<file path="src/common/gb_cart_pkg.sv">
/*
 * shared types, widths and header decode tables for the cartridge block
 * every cartridge module pulls this in with a wildcard import
 */
package gb_cart_pkg;

	// ------------------------------------------------------------------------
	// widths
	// ------------------------------------------------------------------------
	localparam int CART_ADDR_W = 16;
	localparam int ROM_BANK_W  = 9;	// 512 banks of 16 KB
	localparam int ROM_ADDR_W  = 23;	// byte address into the ROM image
	localparam int RAM_BANK_W  = 4;
	localparam int CRAM_ADDR_W = 17;	// 128 KB cartridge RAM
	localparam int DL_ADDR_W   = 25;
	localparam int DL_DATA_W   = 16;

	// header words, as even download byte addresses
	localparam logic [DL_ADDR_W-1:0] HDR_TYPE_ADDR = 25'h000146;
	localparam logic [DL_ADDR_W-1:0] HDR_SIZE_ADDR = 25'h000148;

	typedef enum logic [2:0] {
		MBC_NONE,
		MBC1,
		MBC2,
		MBC3,
		MBC5
	} mbc_kind_t;

	// cpu address bits 15..13
	typedef enum logic [2:0] {
		REG_RAM_EN   = 3'd0,
		REG_ROM_BANK = 3'd1,
		REG_RAM_BANK = 3'd2,
		REG_MODE     = 3'd3,
		REG_CRAM     = 3'd5
	} cart_region_t;

	typedef enum logic [1:0] {
		SRC_OPEN,	// ram disabled, bus floats high
		SRC_BYTE,
		SRC_NIBBLE,	// mbc2 internal 4 bit ram
		SRC_RTC
	} ram_src_t;

	typedef enum logic [2:0] {
		RTC_SEC,
		RTC_MIN,
		RTC_HOUR,
		RTC_DAY_LO,
		RTC_DAY_HI
	} rtc_reg_t;

	// ------------------------------------------------------------------------
	// header tables
	// ------------------------------------------------------------------------
	function automatic logic [ROM_BANK_W-1:0] rom_mask_of(input logic [7:0] code);
		case (code)
			8'h00:   return 9'h001;	// 32 KB, direct mapped
			8'h01:   return 9'h003;
			8'h02:   return 9'h007;
			8'h03:   return 9'h00F;
			8'h04:   return 9'h01F;
			8'h05:   return 9'h03F;
			8'h06:   return 9'h07F;
			8'h07:   return 9'h0FF;
			8'h08:   return 9'h1FF;	// 8 MB
			default: return 9'h07F;	// 0x52..0x54 odd sizes land here too
		endcase
	endfunction

	function automatic logic [RAM_BANK_W-1:0] ram_mask_of(input logic [7:0] code);
		case (code)
			8'h00, 8'h01, 8'h02: return 4'h0;	// a single 8 KB bank at most
			8'h03:               return 4'h3;
			default:             return 4'hF;
		endcase
	endfunction

	function automatic mbc_kind_t mbc_kind_of(input logic [7:0] cart_type);
		case (cart_type) inside
			[8'h01:8'h03]: return MBC1;
			[8'h05:8'h06]: return MBC2;
			[8'h0F:8'h13]: return MBC3;
			[8'h19:8'h1E]: return MBC5;
			default:       return MBC_NONE;
		endcase
	endfunction

endpackage

</file>
<file path="src/rtc/mbc3_rtc.sv">
/*
 * mbc3 real-time clock, counting on an external one second strobe;
 * the game can write every register and read the selected one back
 */
`timescale 1ns/1ps

module mbc3_rtc
	import gb_cart_pkg::*;
(
	input  logic       clk_sys,
	input  logic       reset,
	input  logic       rtc_tick,
	input  logic       rtc_wr,
	input  rtc_reg_t   rtc_index,
	input  logic [7:0] cart_di,
	output logic [7:0] rtc_q
);

	logic [5:0] seconds;
	logic [5:0] minutes;
	logic [4:0] hours;
	logic [8:0] days;
	logic       halt;
	logic       overflow;

	logic sec_wrap;
	logic min_wrap;
	logic hour_wrap;

	// carry chain, all resolved in the tick cycle
	assign sec_wrap  = (seconds == 6'd59);
	assign min_wrap  = sec_wrap && (minutes == 6'd59);
	assign hour_wrap = min_wrap && (hours == 5'd23);

	always_ff @(posedge clk_sys) begin
		if (reset) begin
			seconds  <= 6'd0;
			minutes  <= 6'd0;
			hours    <= 5'd0;
			days     <= 9'd0;
			halt     <= 1'b0;
			overflow <= 1'b0;
		end else if (rtc_wr) begin	// game write beats a tick
			case (rtc_index)
				RTC_SEC:    seconds   <= cart_di[5:0];
				RTC_MIN:    minutes   <= cart_di[5:0];
				RTC_HOUR:   hours     <= cart_di[4:0];
				RTC_DAY_LO: days[7:0] <= cart_di;
				RTC_DAY_HI: begin
					days[8]  <= cart_di[0];
					halt     <= cart_di[6];
					overflow <= cart_di[7];
				end
				default: ;
			endcase
		end else if (rtc_tick && !halt) begin
			seconds <= sec_wrap ? 6'd0 : seconds + 6'd1;
			if (sec_wrap) begin
				minutes <= (minutes == 6'd59) ? 6'd0 : minutes + 6'd1;
			end
			if (min_wrap) begin
				hours <= (hours == 5'd23) ? 5'd0 : hours + 5'd1;
			end
			if (hour_wrap) begin
				days <= days + 9'd1;	// 511 rolls to 0 by itself
				if (days == 9'd511) begin
					overflow <= 1'b1;
				end
			end
		end
	end

	// ------------------------------------------------------------------------
	// readback
	// ------------------------------------------------------------------------
	always_comb begin
		case (rtc_index)
			RTC_SEC:    rtc_q = {2'b00, seconds};
			RTC_MIN:    rtc_q = {2'b00, minutes};
			RTC_HOUR:   rtc_q = {3'b000, hours};
			RTC_DAY_LO: rtc_q = days[7:0];
			RTC_DAY_HI: rtc_q = {overflow, halt, 5'b00000, days[8]};
			default:    rtc_q = 8'hFF;
		endcase
	end

endmodule

</file>
<file path="config.mk">
export PLATFORM = sky130hd
export DESIGN_NAME = mbc3_rtc
export DESIGN_NICKNAME = d
export VERILOG_FILES = /design/src/common/gb_cart_pkg.sv /design/src/rtc/mbc3_rtc.sv
export SDC_FILE = /design/constraint.sdc
export NUM_CORES = 1
export LEC_CHECK = 0
export ABC_AREA = 1
export BUFFER_PORTS_ARGS = -buffer_cell sky130_fd_sc_hd__buf_2
export CAP_MARGIN = 10
export CORE_MARGIN = 5
export CORE_UTILIZATION = 52
export CTS_CLUSTER_SIZE = 12
export DETAILED_ROUTE_END_ITERATION = 12
export PLACE_DENSITY_LB_ADDON = 0.2
export SLEW_MARGIN = 40
export SYNTH_ARGS = -nofsm -noshare
export SYNTH_HDL_FRONTEND = slang
export SYNTH_SLANG_ARGS = --single-unit
</file>
<file path="constraint.sdc">
create_clock -name clk_sys -period 1.44 [get_ports clk_sys]
set_input_delay 0.288 -clock clk_sys [delete_from_list [all_inputs] [get_ports clk_sys]]
set_output_delay 0.288 -clock clk_sys [all_outputs]
set_load 0.02 [all_outputs]
</file>
### After elaboration in Yosys (flattened, before gate mapping)

Cells that the tools add are included.

* bits in registers: 28
* latch bits: 0
* memory bits (writable): 0
* bits in read-only memories: 0
* input bits: 15
* output and inout port bits: 8
* memories kept: 0

* add/subtract/negate cells: 4
* multiply operators: 0
* div/mod/pow operators: 0
* $lt $le $gt $ge: 0
* equality and inequality tests: 13
* shifts and indexed selects: 0
* muxes and demuxes: 25
* bitwise gates (word level): 0
* reductions and logical operators: 17

Operator list (number)
* $mux W6: 9
* $pmux W8 S5: 1
* $mux W9: 3
* $mux W5: 5
* $add A6 B1 Y6 const B: 2
* $eq A6 B6 Y1 const B: 2
* $reduce_and A3 Y1: 4
* $ne A2 B1 Y1 const B: 5
* $reduce_bool A2 Y1: 5
* $add A9 B1 Y9 const B: 1
* $eq A9 B9 Y1 const B: 1
* $mux W8: 1
* $eq A3 B2 Y1 const B: 2
* $mux W1: 6
* $add A5 B1 Y5 const B: 1
* $eq A5 B5 Y1 const B: 1
* $reduce_and A2 Y1: 2
* $reduce_and A4 Y1: 1
* $eq A3 B1 Y1 const B: 1
* $eq A3 B3 Y1 const B: 1
* $logic_and A1 B1 Y1: 3
* $logic_not A3 Y1: 1
* $logic_not A1 Y1: 1

### Logic depth before layout (Yosys ltp)

Gate-level depths: netlist (run 1).

* word-level depth: 6
* gate-level depth with buffers: 12
* mapped depth without buffers: 12

### Least setup slack after synthesis (run 1)

No wires, ideal clock.

* path type: reg-to-reg
* start point: reg days[0]
* end point: reg days[8]
* library setup time: 0.118 ns
* data arrival time: 1.434 ns
* data required time: 1.322 ns
* slack: -0.112 ns
* stages on the path, launching flop included: 11
* clock period less this slack: 1.552 ns
* cell sequence: dfxtp_1 -> ha_1 -> nand2_1 -> nor2_1 -> nand3_1 -> nor2_1 -> ha_1 -> nand2_1 -> nand2_1 -> nor3_1 -> nor2_1

* word-level cells in the longest chain between the ends: 4

Ends and longest elaborated chain
* start, declared: line mbc3_rtc.sv:22 `logic [8:0] days;`
* start signal, assigned: line mbc3_rtc.sv:48 `RTC_DAY_LO: days[7:0] <= cart_di;`
* start signal, assigned: line mbc3_rtc.sv:65 `days <= days + 9'd1;`
* $add A9 B1 Y9: line mbc3_rtc.sv:65
* $mux W9: line mbc3_rtc.sv:64 `if (hour_wrap) begin`
* $mux W9: line mbc3_rtc.sv:56 `end else if (rtc_tick && !halt) begin`
* $mux W9: line mbc3_rtc.sv:43 `end else if (rtc_wr) begin`

No other way between the ends. The select of a mux whose other input is x is not followed.
A chain may end at the register's enable or synchronous reset.

### Worst setup path in the final report (run 1)

Ends and elaborated chain as after synthesis.

==> results of run 1 <==
==> critical path: cells and delay by family (launching register included) <==
family,cells,cell delay (ns)
AND/OR/NAND/NOR,8,0.83
flip-flops,1,0.36
adder cells (fa/ha/maj),2,0.43
==> logic make-up (layout without fill, tap and decap cells) <==
family,after synthesis,count (layout)
AO/OA/AOI/OAI,64,64
XOR/XNOR,4,4
AND/OR/NAND/NOR,171,171
buffers and inverters,43,130
flip-flops,28,28
adder cells (fa/ha/maj),5,5
==> per-stage QoR <==
stage	util, %	hold slack [ns]	area (µm²)
final	88.3	0.346	3230
after global routing	88.3	0.339	3230
after CTS	79.8	0.330	2920
after detailed placement	68.1	0.477	2490
after global placement	68.1	0.475	2490
after floorplan	-	0.357	1980
==> where the power goes <==
part           total (mW)  internal [mW]  switching (mW)
combinational       0.720          0.308           0.412
clock               0.522          0.246           0.276
sequential          0.870          0.823          0.0469
==> worst paths after layout <==
path / cells after the start / endpoint
worst max-delay path: 10 / days[8]
worst min-delay path: 4 / overflow
worst max register to register: 10 / days[8]
worst min register to register: 2 / minutes[3]
==> area by class of cell <==
class / count / area [µm²] / share of cell area [%]
multi-input combinational: 244 / 1640 / 50.7
timing repair buffer: 89 / 737 / 22.8
sequential: 28 / 591 / 18.3
inverter: 37 / 150 / 4.65
tap: 48 / 60.1 / 1.86
clock buffer: 4 / 55.1 / 1.70
==> metal layers <==
| metal | vias up | global-route usage [%] | share of wire, % |
|---|---|---|---|
| met5 | - | 0 | 0 |
| met1 | 1280 | 35.0 | 37 |
| met2 | 261 | 47.7 | 46 |
| met3 | 74 | 6.03 | 11 |
| met4 | 0 | 11.3 | 6.5 |
| li1 | 1208 | - | - |
==> flip-flops by register name, summed over array words and instances, names as in the netlist <==
signal    flops
minutes       6
halt          1
overflow      1
hours         5
days          9
seconds       6
==> timing repair <==
action,CTS,global route
setup buffers,17,5
setup endpoints to repair,29,35
pin swaps,23,30
gates resized for setup,73,82
==> cell usage in the layout, fill, tap and decap left out, drive strengths merged <==
master	netlist	layout
nand2	96	96
buf	3	89
nor2	47	47
inv	37	36
o21ai	28	28
dfxtp	28	28
nand3	22	22
a21oi	16	16
a31oi	6	6
ha	5	5
o221ai	4	4
clkbuf	3	4
xor2	3	3
or2	3	3
a22oi	3	3
o2111ai	3	3
o31ai	2	2
nor3	2	2
clkinvlp	0	1
a221oi	1	1
o21bai	1	1
nand4	1	1
xnor2	1	1
==> impl_metrics.tcl, run 1 <==
set metrics [dict create \
    dpl.hpwl_mm 4.62 \
    remaining_drc_errors 0 \
    portBuffers 22 \
    clockBufferDepth 2 \
    die_h_um 71.4 \
    via_per_inst 6.27 \
    worst_pin_slew_ns 0.428 \
    die_area_um2 5100 \
    syn-num-nets 335 \
    finalSetupViolations 23 \
    slowest_stage "dfxtp_2" \
    cts_sinks 28 \
    rsz0062_at_grt "true" \
    peakVddDrop_mv 0.422 \
    synth_mux_area_share_pct 0 \
    synth_cells 315 \
    syn_area_per_cell_um2 6.23 \
    cp_cell_sequence "ha_4 -> nand2_4 -> nor2_4 -> nand3_2 -> nor2_1 -> ha_1 -> nand2_1 -> nand2_1 -> nor3_2 -> nor2_1" \
    slowest_delay_ns 0.36 \
    cts.clk_slew.worst_paths_ns 0.11 \
    track_usage_pct 28.3 \
    synth.most_common_cell "nand2_1" \
    design_power_total_mw 2.11 \
    p_per_area_nw_per_um2 653 \
    num_antenna_cells 0 \
    gr-total-overflow 0 \
    violations "negative setup slack" \
    gp_congestion 0.908 \
    setup_tns_ns -2.25 \
    dr.pass1.iters 6 \
    cts_root_buffer "clkbuf_8" \
    cts_tree "yes" \
    post-route-min-period_ns 1.71 \
    dp_slack_ns -0.157 \
    synth_top_family_by_area "simple AND/OR/NAND/NOR gates" \
    cts_made_buffers 3 \
    finalCritPeriodShare_pct 118 \
    synth_seq_area_share_pct 28.6 \
    clock_latency_ns 0.29 \
    synthesis.area_um2 1960 \
    synthFlopType "dfxtp_1" \
    areaGrowthSynthToFinish_pct 64.7 \
    worst-setup-path-type "flop to flop" \
    startpoint "days[0]" \
    synth_seq_cells 28 \
    regToRegSetupSlack_ns -0.27 \
    grt_start_max_net_pins 18 \
    ant_nets 0 \
    slew_viol_final 0 \
    synth_compound_area_share_pct 19.8 \
    crit_path_start_kind "flop" \
    fin_skew_ns 0.0167 \
    relSlewSlack_pct 71.2 \
    ys_warn_count 0 \
    cts_max_level 1 \
    status "finished, violations left" \
    hp-start "cart_di[7]" \
    grt_pass1_vias 2473 \
    ys_top_cells_by_count "nand2_1 (90), nor2_1 (39), inv_1 (35), dfxtp_1 (28), o21ai_0 (28)" \
    cp_data_arrival_time_ns 1.89 \
    fillers 176 \
    async_reset_ff_share_pct 0 \
    grt_pass1_wl_mm 11.5 \
    final_cells 450 \
    dieWidth_um 71.4 \
    grt_antenna_before_repair 0 \
    hold_path_class "primary input to flop" \
    drt_wl_total_mm 8.78 \
    leakagePower_nw 1.44 \
    layout-drive-gt1-share_pct 52.0 \
    cp-end-kind "flop" \
    fin_nets 423 \
    start_util_pct 53.6 \
    fmax_mhz 586 \
    synth-edff-count 0 \
    synth_top_area_share_pct 28.6 \
    num_io_pins 23 \
    regToRegStartpoint "days[0]" \
    crit_path_max_fanout 2 \
    num_rows 22 \
    synth-xor-area-share_pct 1.79 \
    synthAdderAreaFrac_pct 3.19 \
    hold_violations 0 \
    layout_setup_ws_ns -0.265 \
    routedWlPerCell_um 19.5 \
    drv_cap 0 \
    core_um2 3660 \
    vias 2823 \
    drt_iter0_markers 420 \
    synth.area.top_cells "dfxtp_1 (29%), nand2_1 (17%), nor2_1 (7.5%)" \
    synth-simple-area-share_pct 38.1 \
    ys_types 31 \
    synth_area_leader_cell "dfxtp_1" \
    critPathRequiredTime_ns 1.62 \
    postCtsHoldBufs 0 \
    dp_cells 427 \
]
Power figures use the tool's default switching activity.
==> run 2, diff against run 1 <==
--- a/config.mk
+++ b/config.mk
@@ -5,11 +5,11 @@
 export SDC_FILE = /design/constraint.sdc
 export NUM_CORES = 1
 export LEC_CHECK = 0
-export ABC_AREA = 1
 export BUFFER_PORTS_ARGS = -buffer_cell sky130_fd_sc_hd__buf_2
 export CAP_MARGIN = 10
+export CORE_ASPECT_RATIO = 1.2
 export CORE_MARGIN = 5
-export CORE_UTILIZATION = 52
+export CORE_UTILIZATION = 53
 export CTS_CLUSTER_SIZE = 12
 export DETAILED_ROUTE_END_ITERATION = 12
 export PLACE_DENSITY_LB_ADDON = 0.2
==> run 2 against run 1 <==
Net effect:
- the run now fails in global routing (5_1_grt)
- synthesized area increased by 5.1%
- synthesized cell count down 13%
==> impl_metrics.tcl, run 2 <==
set metrics [dict create \
    status "did not finish" \
    failed_stage "global routing (5_1_grt)" \
    tool.error "[ERROR GRT-0232] Routing congestion too high. Check the congestion heatmap in the GUI." \
    die_h_um 78.3 \
    cts_made_buffers 3 \
    portBuffers 22 \
    track_usage_pct 84.7 \
    start_util_pct 55.8 \
    worst-ep-kind "output port" \
    cts_root_buffer "clkbuf_8" \
    syn_area_per_cell_um2 7.55 \
    ys_warn_count 0 \
    grt_start_max_net_pins 20 \
    dieWidth_um 66.9 \
    ys_types 60 \
    cts_max_level 1 \
    synth.most_common_cell "nor2_1" \
    crit_endpoint "rtc_q[0]" \
    num_rows 24 \
    synth_seq_cells 28 \
    num_io_pins 23 \
    synthesis.area_um2 2060 \
    dpl.hpwl_mm 5.23 \
    synthFlopType "dfxtp_1" \
    clockBufferDepth 2 \
    syn-num-nets 293 \
    ys_top_cells_by_count "nor2_1 (34), a21oi_1 (30), dfxtp_1 (28), o21ai_0 (27), nand2_1 (19)" \
    async_reset_ff_share_pct 0 \
    synth_cells 273 \
    synth_seq_area_share_pct 27.2 \
    synth.area.top_cells "dfxtp_1 (27%), a21oi_1 (7.3%), o21ai_0 (6.6%)" \
    synth_area_leader_cell "dfxtp_1" \
    gr-total-overflow 209 \
    gp_congestion 0.945 \
    cts_sinks 28 \
    synth-edff-count 0 \
    synth_top_area_share_pct 27.2 \
    postCtsHoldBufs 0 \
]
[run 2: logic make-up after synthesis]
kind of cell               after synthesis  synth area share (%)
AOI/OAI and AO/OA                      103                  34.0
xor gates and xnor gates                 1                 0.425
adders and majority gates                5                  3.03
buffers and inverters                   27                  5.89
DFF                                     28                  27.2
muxes                                   11                  5.52
and+or+nand+nor                         98                  23.9
[run 2: repair_timing]
item,in CTS
pin swaps,41
gates cloned,3
setup buffers,22
hold endpoints to repair,0
endpoints found under the setup margin,33
resized for setup,96
[run 2: layer usage]
| metal | GRT overflow | global-route usage (%) |
|---|---|---|
| met1 | 2 | 80.0 |
| met2 | 116 | 101 |
| met3 | 3 | 66.4 |
| met4 | 88 | 99.2 |
| met5 | 0 | 25.0 |
[run 2: through the flow]
stage                     worst slack, ns  TNS, ns  instance area [µm²]  utilization [%]  std cells
after CTS                          -0.356    -4.67                 3340             90.5        427
after detailed placement           -0.341    -8.39                 2780             75.1        399
after global placement             -0.257    -6.97                 2780             75.1        399
after floorplan                    -0.158    -1.60                 2180                -        273
==> run 3, diff against run 2 <==
--- a/config.mk
+++ b/config.mk
@@ -7,12 +7,10 @@
 export LEC_CHECK = 0
 export BUFFER_PORTS_ARGS = -buffer_cell sky130_fd_sc_hd__buf_2
 export CAP_MARGIN = 10
-export CORE_ASPECT_RATIO = 1.2
 export CORE_MARGIN = 5
-export CORE_UTILIZATION = 53
-export CTS_CLUSTER_SIZE = 12
+export CORE_UTILIZATION = 40
 export DETAILED_ROUTE_END_ITERATION = 12
-export PLACE_DENSITY_LB_ADDON = 0.2
+export PLACE_DENSITY_LB_ADDON = 0.15
 export SLEW_MARGIN = 40
 export SYNTH_ARGS = -nofsm -noshare
 export SYNTH_HDL_FRONTEND = slang
==> constraint.sdc (replaced) <==
create_clock -name clk_sys -period 1.9 [get_ports clk_sys]
set_input_delay 0.38 -clock clk_sys [delete_from_list [all_inputs] [get_ports clk_sys]]
set_output_delay 0.38 -clock clk_sys [all_outputs]
set_load 0.02 [all_outputs]
==> run 3 against run 2 <==
Net effect:
- the flow now finishes, with violations (negative setup slack)
- synthesized area stayed put
- synthesized cell count stayed put
==> impl_metrics.tcl, run 3 <==
set metrics [dict create \
    worst-setup-path-type "flop to primary output" \
    fillers 484 \
    die_area_um2 6690 \
    dr.pass1.iters 4 \
    hp-start "cart_di[6]" \
    num_rows 26 \
    gr-total-overflow 0 \
    clock_latency_ns 0.28 \
    crit_path_start_kind "flop" \
    slew_viol_final 0 \
    drt_wl_total_mm 6.49 \
    areaGrowthSynthToFinish_pct 26.8 \
    core_um2 5040 \
    status "finished, violations left" \
    synth_cells 273 \
    clockBufferDepth 2 \
    hold_path_class "primary input to flop" \
    cts_sinks 28 \
    p_per_area_nw_per_um2 505 \
    critPathRequiredTime_ns 1.52 \
    grt_start_max_net_pins 28 \
    regToRegSetupSlack_ns 0.12 \
    remaining_drc_errors 0 \
    final_cell_mix "buf_4 (36), nor2_1 (34), a21oi_1 (28)" \
    synth-xor-area-share_pct 0.425 \
    vias 2220 \
    synthAdderAreaFrac_pct 3.03 \
    regMostFlops "days" \
    num_antenna_cells 0 \
    via_per_inst 5.71 \
    synth_compound_area_share_pct 34.0 \
    min_to "halt" \
    hold_violations 0 \
    relSlewSlack_pct 60.1 \
    postCtsHoldBufs 0 \
    synth_top_family_by_area "compound AO/OA/AOI/OAI gates" \
    synth.most_common_cell "nor2_1" \
    synth_seq_area_share_pct 27.2 \
    synth-simple-area-share_pct 23.9 \
    cp_data_arrival_time_ns 1.59 \
    crit_path_max_fanout 3 \
    gp_congestion 0.871 \
    grt_pass1_vias 2092 \
    syn_area_per_cell_um2 7.55 \
    finalCritPeriodShare_pct 104 \
    async_reset_ff_share_pct 0 \
    largest_register_ffs 9 \
    worst_pin_slew_ns 0.598 \
    drv_cap 0 \
    mostFrequentLayoutCell "buf_4" \
    post-route-min-period_ns 1.97 \
    ant_nets 0 \
    routedWlPerCell_um 16.7 \
    layout-drive-gt1-share_pct 28.5 \
    num_io_pins 23 \
    dpl.hpwl_mm 4.76 \
    synth-edff-count 0 \
    ys_top_cells_by_count "nor2_1 (34), a21oi_1 (30), dfxtp_1 (28), o21ai_0 (27), nand2_1 (19)" \
    synth_mux_area_share_pct 5.52 \
    ys_types 60 \
    holdPathStages 3 \
    synthFlopType "dfxtp_1" \
    peakVddDrop_mv 0.354 \
    fin_skew_ns 0.00563 \
    drt_iter0_markers 160 \
    layout_setup_ws_ns -0.0690 \
    rsz0062_at_grt "true" \
    cts_root_buffer "clkbuf_8" \
    cts_tree "yes" \
    synth_top_area_share_pct 27.2 \
    regToRegStartpoint "seconds[0]" \
    cts.clk_slew.worst_paths_ns 0.10 \
    fin_nets 340 \
    synth.area.top_cells "dfxtp_1 (27%), a21oi_1 (7.3%), o21ai_0 (6.6%)" \
    cts_max_level 1 \
    design_power_total_mw 1.32 \
    leakagePower_nw 1.05 \
    r2r_end "minutes[1]" \
    die_h_um 81.8 \
    synth_area_leader_cell "dfxtp_1" \
    cp-end-kind "primary output" \
    ys_warn_count 0 \
    setup_tns_ns -0.0690 \
    syn-num-nets 293 \
    top_regs "days x9, minutes x6, seconds x6" \
    track_usage_pct 20.6 \
    start_util_pct 40.9 \
    reg2regPathDepth 8 \
    synthesis.area_um2 2060 \
    violations "negative setup slack" \
    finalSetupViolations 1 \
    fmax_mhz 508 \
    grt_pass1_wl_mm 10.5 \
    grt_antenna_before_repair 0 \
    dieWidth_um 81.8 \
    synth_seq_cells 28 \
    portBuffers 22 \
    cts_made_buffers 3 \
]
[run 3: cell counts after synthesis]
Identical to the previous run, type by type.
[run 3: power by group]
group	switching [mW]	internal, mW
clock	0.203	0.186
sequential	0.0120	0.599
combinational	0.184	0.135
[run 3: how the worst max path moves through the flow]
stage | start | to | cells after the start
after floorplan | rtc_index[0] | rtc_q[0] | 6
after global placement | rtc_index[0] | rtc_q[0] | 7
after detailed placement | rtc_index[0] | rtc_q[0] | 7
after CTS | hours[0] | rtc_q[0] | 6
after global routing | days[0] | rtc_q[0] | 6
final | hours[0] | rtc_q[0] | 6
[run 3: per-stage QoR]
stage / hold slack [ns] / utilization [%] / cell area [µm²] / std cells / worst slack [ns]
6_report: 0.363 / 51.8 / 2610 / 389 / -0.0690
5_1_grt: 0.375 / 51.8 / 2610 / 389 / -0.181
4_1_cts: 0.354 / 50.6 / 2550 / 388 / -0.0823
3_5_place_dp: 0.523 / 48.9 / 2470 / 383 / -0.110
3_3_place_gp: 0.521 / 48.9 / 2470 / 383 / -0.0964
2_1_floorplan: 0.476 / - / 2060 / 273 / 0.00861
[run 3: metal layers]
layer  global-route usage [%]  part of all wire [%]
met5                        0                     0
met3                     3.51                   5.4
met4                     5.98                   1.9
met1                     29.0                    48
met2                     32.1                    44
[run 3: final cells by class]
type | instances | area [µm²] | share of cell area, %
sequential | 28 | 571 | 21.8
timing repair buffer | 59 | 434 | 16.6
tap | 70 | 87.6 | 3.35
clock buffer | 4 | 55.1 | 2.11
inverter | 9 | 33.8 | 1.29
multi-input combinational | 219 | 1430 | 54.8
[run 3: repair_timing]
action                     CTS  global route
setup endpoints to repair    2            13
cloned                       0             1
resized for setup            9            17
setup buffers                1             0
pin swaps                    2             7
[run 3: worst max-delay path, cell delays in order (launching register included)]
cell and delay (ns):
dfxtp_2 0.36, mux2_4 0.29, a221oi_4 0.27, o21ai_1 0.10
nand2_1 0.09, o21ai_2 0.06, buf_6 0.14
[run 3: cells by family after synthesis]
logic type               count (synthesis)
flip-flops                              28
adder cells (fa/ha/maj)                  5
AO/OA/AOI/OAI                          103
multiplexers                            11
XOR/XNOR                                 1
buffers and inverters                   27
AND/OR/NAND/NOR                         98
==> run 4, diff against run 3 <==
--- a/config.mk
+++ b/config.mk
@@ -5,6 +5,7 @@
 export SDC_FILE = /design/constraint.sdc
 export NUM_CORES = 1
 export LEC_CHECK = 0
+export ABC_AREA = 1
 export BUFFER_PORTS_ARGS = -buffer_cell sky130_fd_sc_hd__buf_2
 export CAP_MARGIN = 10
 export CORE_MARGIN = 5
==> run 4 against run 3 <==
Net effect:
- the flow now finishes without violations
- via count down 4.1%
- sequential power up 7.9%
- setup slack better by 0.18 ns
==> impl_metrics.tcl, run 4 (same netlist as run 1, synthesis figures left out) <==
set metrics [dict create \
    final_cell_mix "nand2_1 (90), nor2_1 (38), inv_1 (33)" \
    rsz0062_at_grt "true" \
    leakagePower_nw 1.01 \
    critPathRequiredTime_ns 1.52 \
    fin_skew_ns 0.00352 \
    top_regs "days x9, minutes x6, seconds x6" \
    fin_area_um2 2240 \
    hold_path_class "primary input to flop" \
    relSlewSlack_pct 63.9 \
    status "finished, final reports clean" \
    p_per_area_nw_per_um2 573 \
    routedWlPerCell_um 13.8 \
    core_um2 4750 \
    peakVddDrop_mv 0.271 \
    grt_pass1_vias 1989 \
    portBuffers 22 \
    dpl.hpwl_mm 4.33 \
    slowest_stage "buf_2" \
    fmax_mhz 559 \
    cts_max_level 1 \
    regToRegSetupSlack_ns 0.20 \
    utilization_pct 47.2 \
    areaGrowthSynthToFinish_pct 14.3 \
    die_area_um2 6410 \
    regToRegStartpoint "minutes[0]" \
    gr-total-overflow 0 \
    slew_viol_final 0 \
    vias 2129 \
    gp_congestion 0.902 \
    finalSetupViolations 0 \
    dp_slack_ns 0.0749 \
    crit_path_start_kind "primary input" \
    drt_wl_total_mm 5.61 \
    startpoint "rtc_index[1]" \
    clock_latency_ns 0.28 \
    drt_iter0_markers 127 \
    num_rows 25 \
    cp-end-kind "primary output" \
    cts_made_buffers 3 \
    die_h_um 80.0 \
    worst_pin_slew_ns 0.542 \
    grt_antenna_before_repair 0 \
    cts_root_buffer "clkbuf_8" \
    hp-start "reset" \
    clockBufferDepth 2 \
    via_per_inst 5.23 \
    drv_cap 0 \
    cts_tree "yes" \
    layout_setup_ws_ns 0.112 \
    crit_path_max_fanout 5 \
    post-route-min-period_ns 1.79 \
    layout-drive-gt1-share_pct 17.9 \
    start_util_pct 41.3 \
    cp_data_arrival_time_ns 1.41 \
    hold_violations 0 \
    dr.pass1.iters 4 \
    ant_nets 0 \
    postCtsSetupBuffers 0 \
    grt_start_max_net_pins 18 \
    num_antenna_cells 0 \
    place_area_um2 2170 \
    cts.clk_slew.worst_paths_ns 0.09 \
    grt_pass1_wl_mm 9.49 \
    regMostFlops "days" \
    slowest_delay_ns 0.22 \
    finalCritPeriodShare_pct 94.1 \
    track_usage_pct 18.8 \
    mostFrequentLayoutCell "nand2_1" \
    final_cells 407 \
    cp_cell_sequence "buf_2 -> inv_1 -> nand3_1 -> inv_2 -> nand2_1 -> nand2_1 -> nor2_1 -> o221ai_1 -> buf_2" \
    design_power_total_mw 1.28 \
    fin_hold_ws_ns 0.408 \
    remaining_drc_errors 0 \
    num_io_pins 23 \
    dieWidth_um 80.0 \
    dp_cells 404 \
    setup_tns_ns 0 \
    cts_sinks 28 \
    worst-setup-path-type "primary input to primary output" \
    largest_register_ffs 9 \
    fin_nets 362 \
]
==> run 4: cell types whose count changed in the layout (fill, tap and decap cells not counted), sizes merged, moves of 7 or more <==
cell    previous run  this run
inv                9        37
nand3             10        22
nand2b             7         0
nand2             19        96
a21oi             31        16
nor2              34        47
buf               59        28
mux2i              8         0
==> run 4: path summary, 6_finish.rpt <==
path         cells past startpoint        to
max                              9  rtc_q[0]
min                              2   days[1]
max reg2reg                     10  hours[1]
min reg2reg                      2   days[7]
==> run 4: worst max-delay path, delay by kind of cell <==
family                 cells  cell delay [ns]
buffers and inverters      4             0.59
and+or+nand+nor            4             0.33
AOI/OAI and AO/OA          1             0.10
==> run 4: routing by layer <==
metal | vias up | routed length (µm) | track usage, %
met5 | - | 0 | 0
met4 | 0 | 74 | 5.07
met3 | 7 | 305 | 2.03
met2 | 45 | 2540 | 29.6
met1 | 998 | 2690 | 27.0
li1 | 1079 | - | -
==> run 4: area by class of cell <==
cell class / count / area [µm²]
Tap cell: 67 / 83.8
Multi-Input combinational cell: 244 / 1260
Inverter: 37 / 139
Clock buffer: 3 / 41.3
Fill cell: 532 / 2510
Sequential cell: 28 / 566
Timing Repair Buffer: 28 / 155
==> run 4: timing repair <==
action                     CTS  global route
hold buffers                 0             0
resized for setup            0            10
setup endpoints to repair    0            13
==> run 4: power breakdown <==
part / internal [mW] / leakage, nW / switching (mW)
clock: 0.143 / 0.0216 / 0.186
sequential: 0.620 / 0.230 / 0.0392
combinational: 0.105 / 0.760 / 0.192
total: 0.868 / 1.01 / 0.417
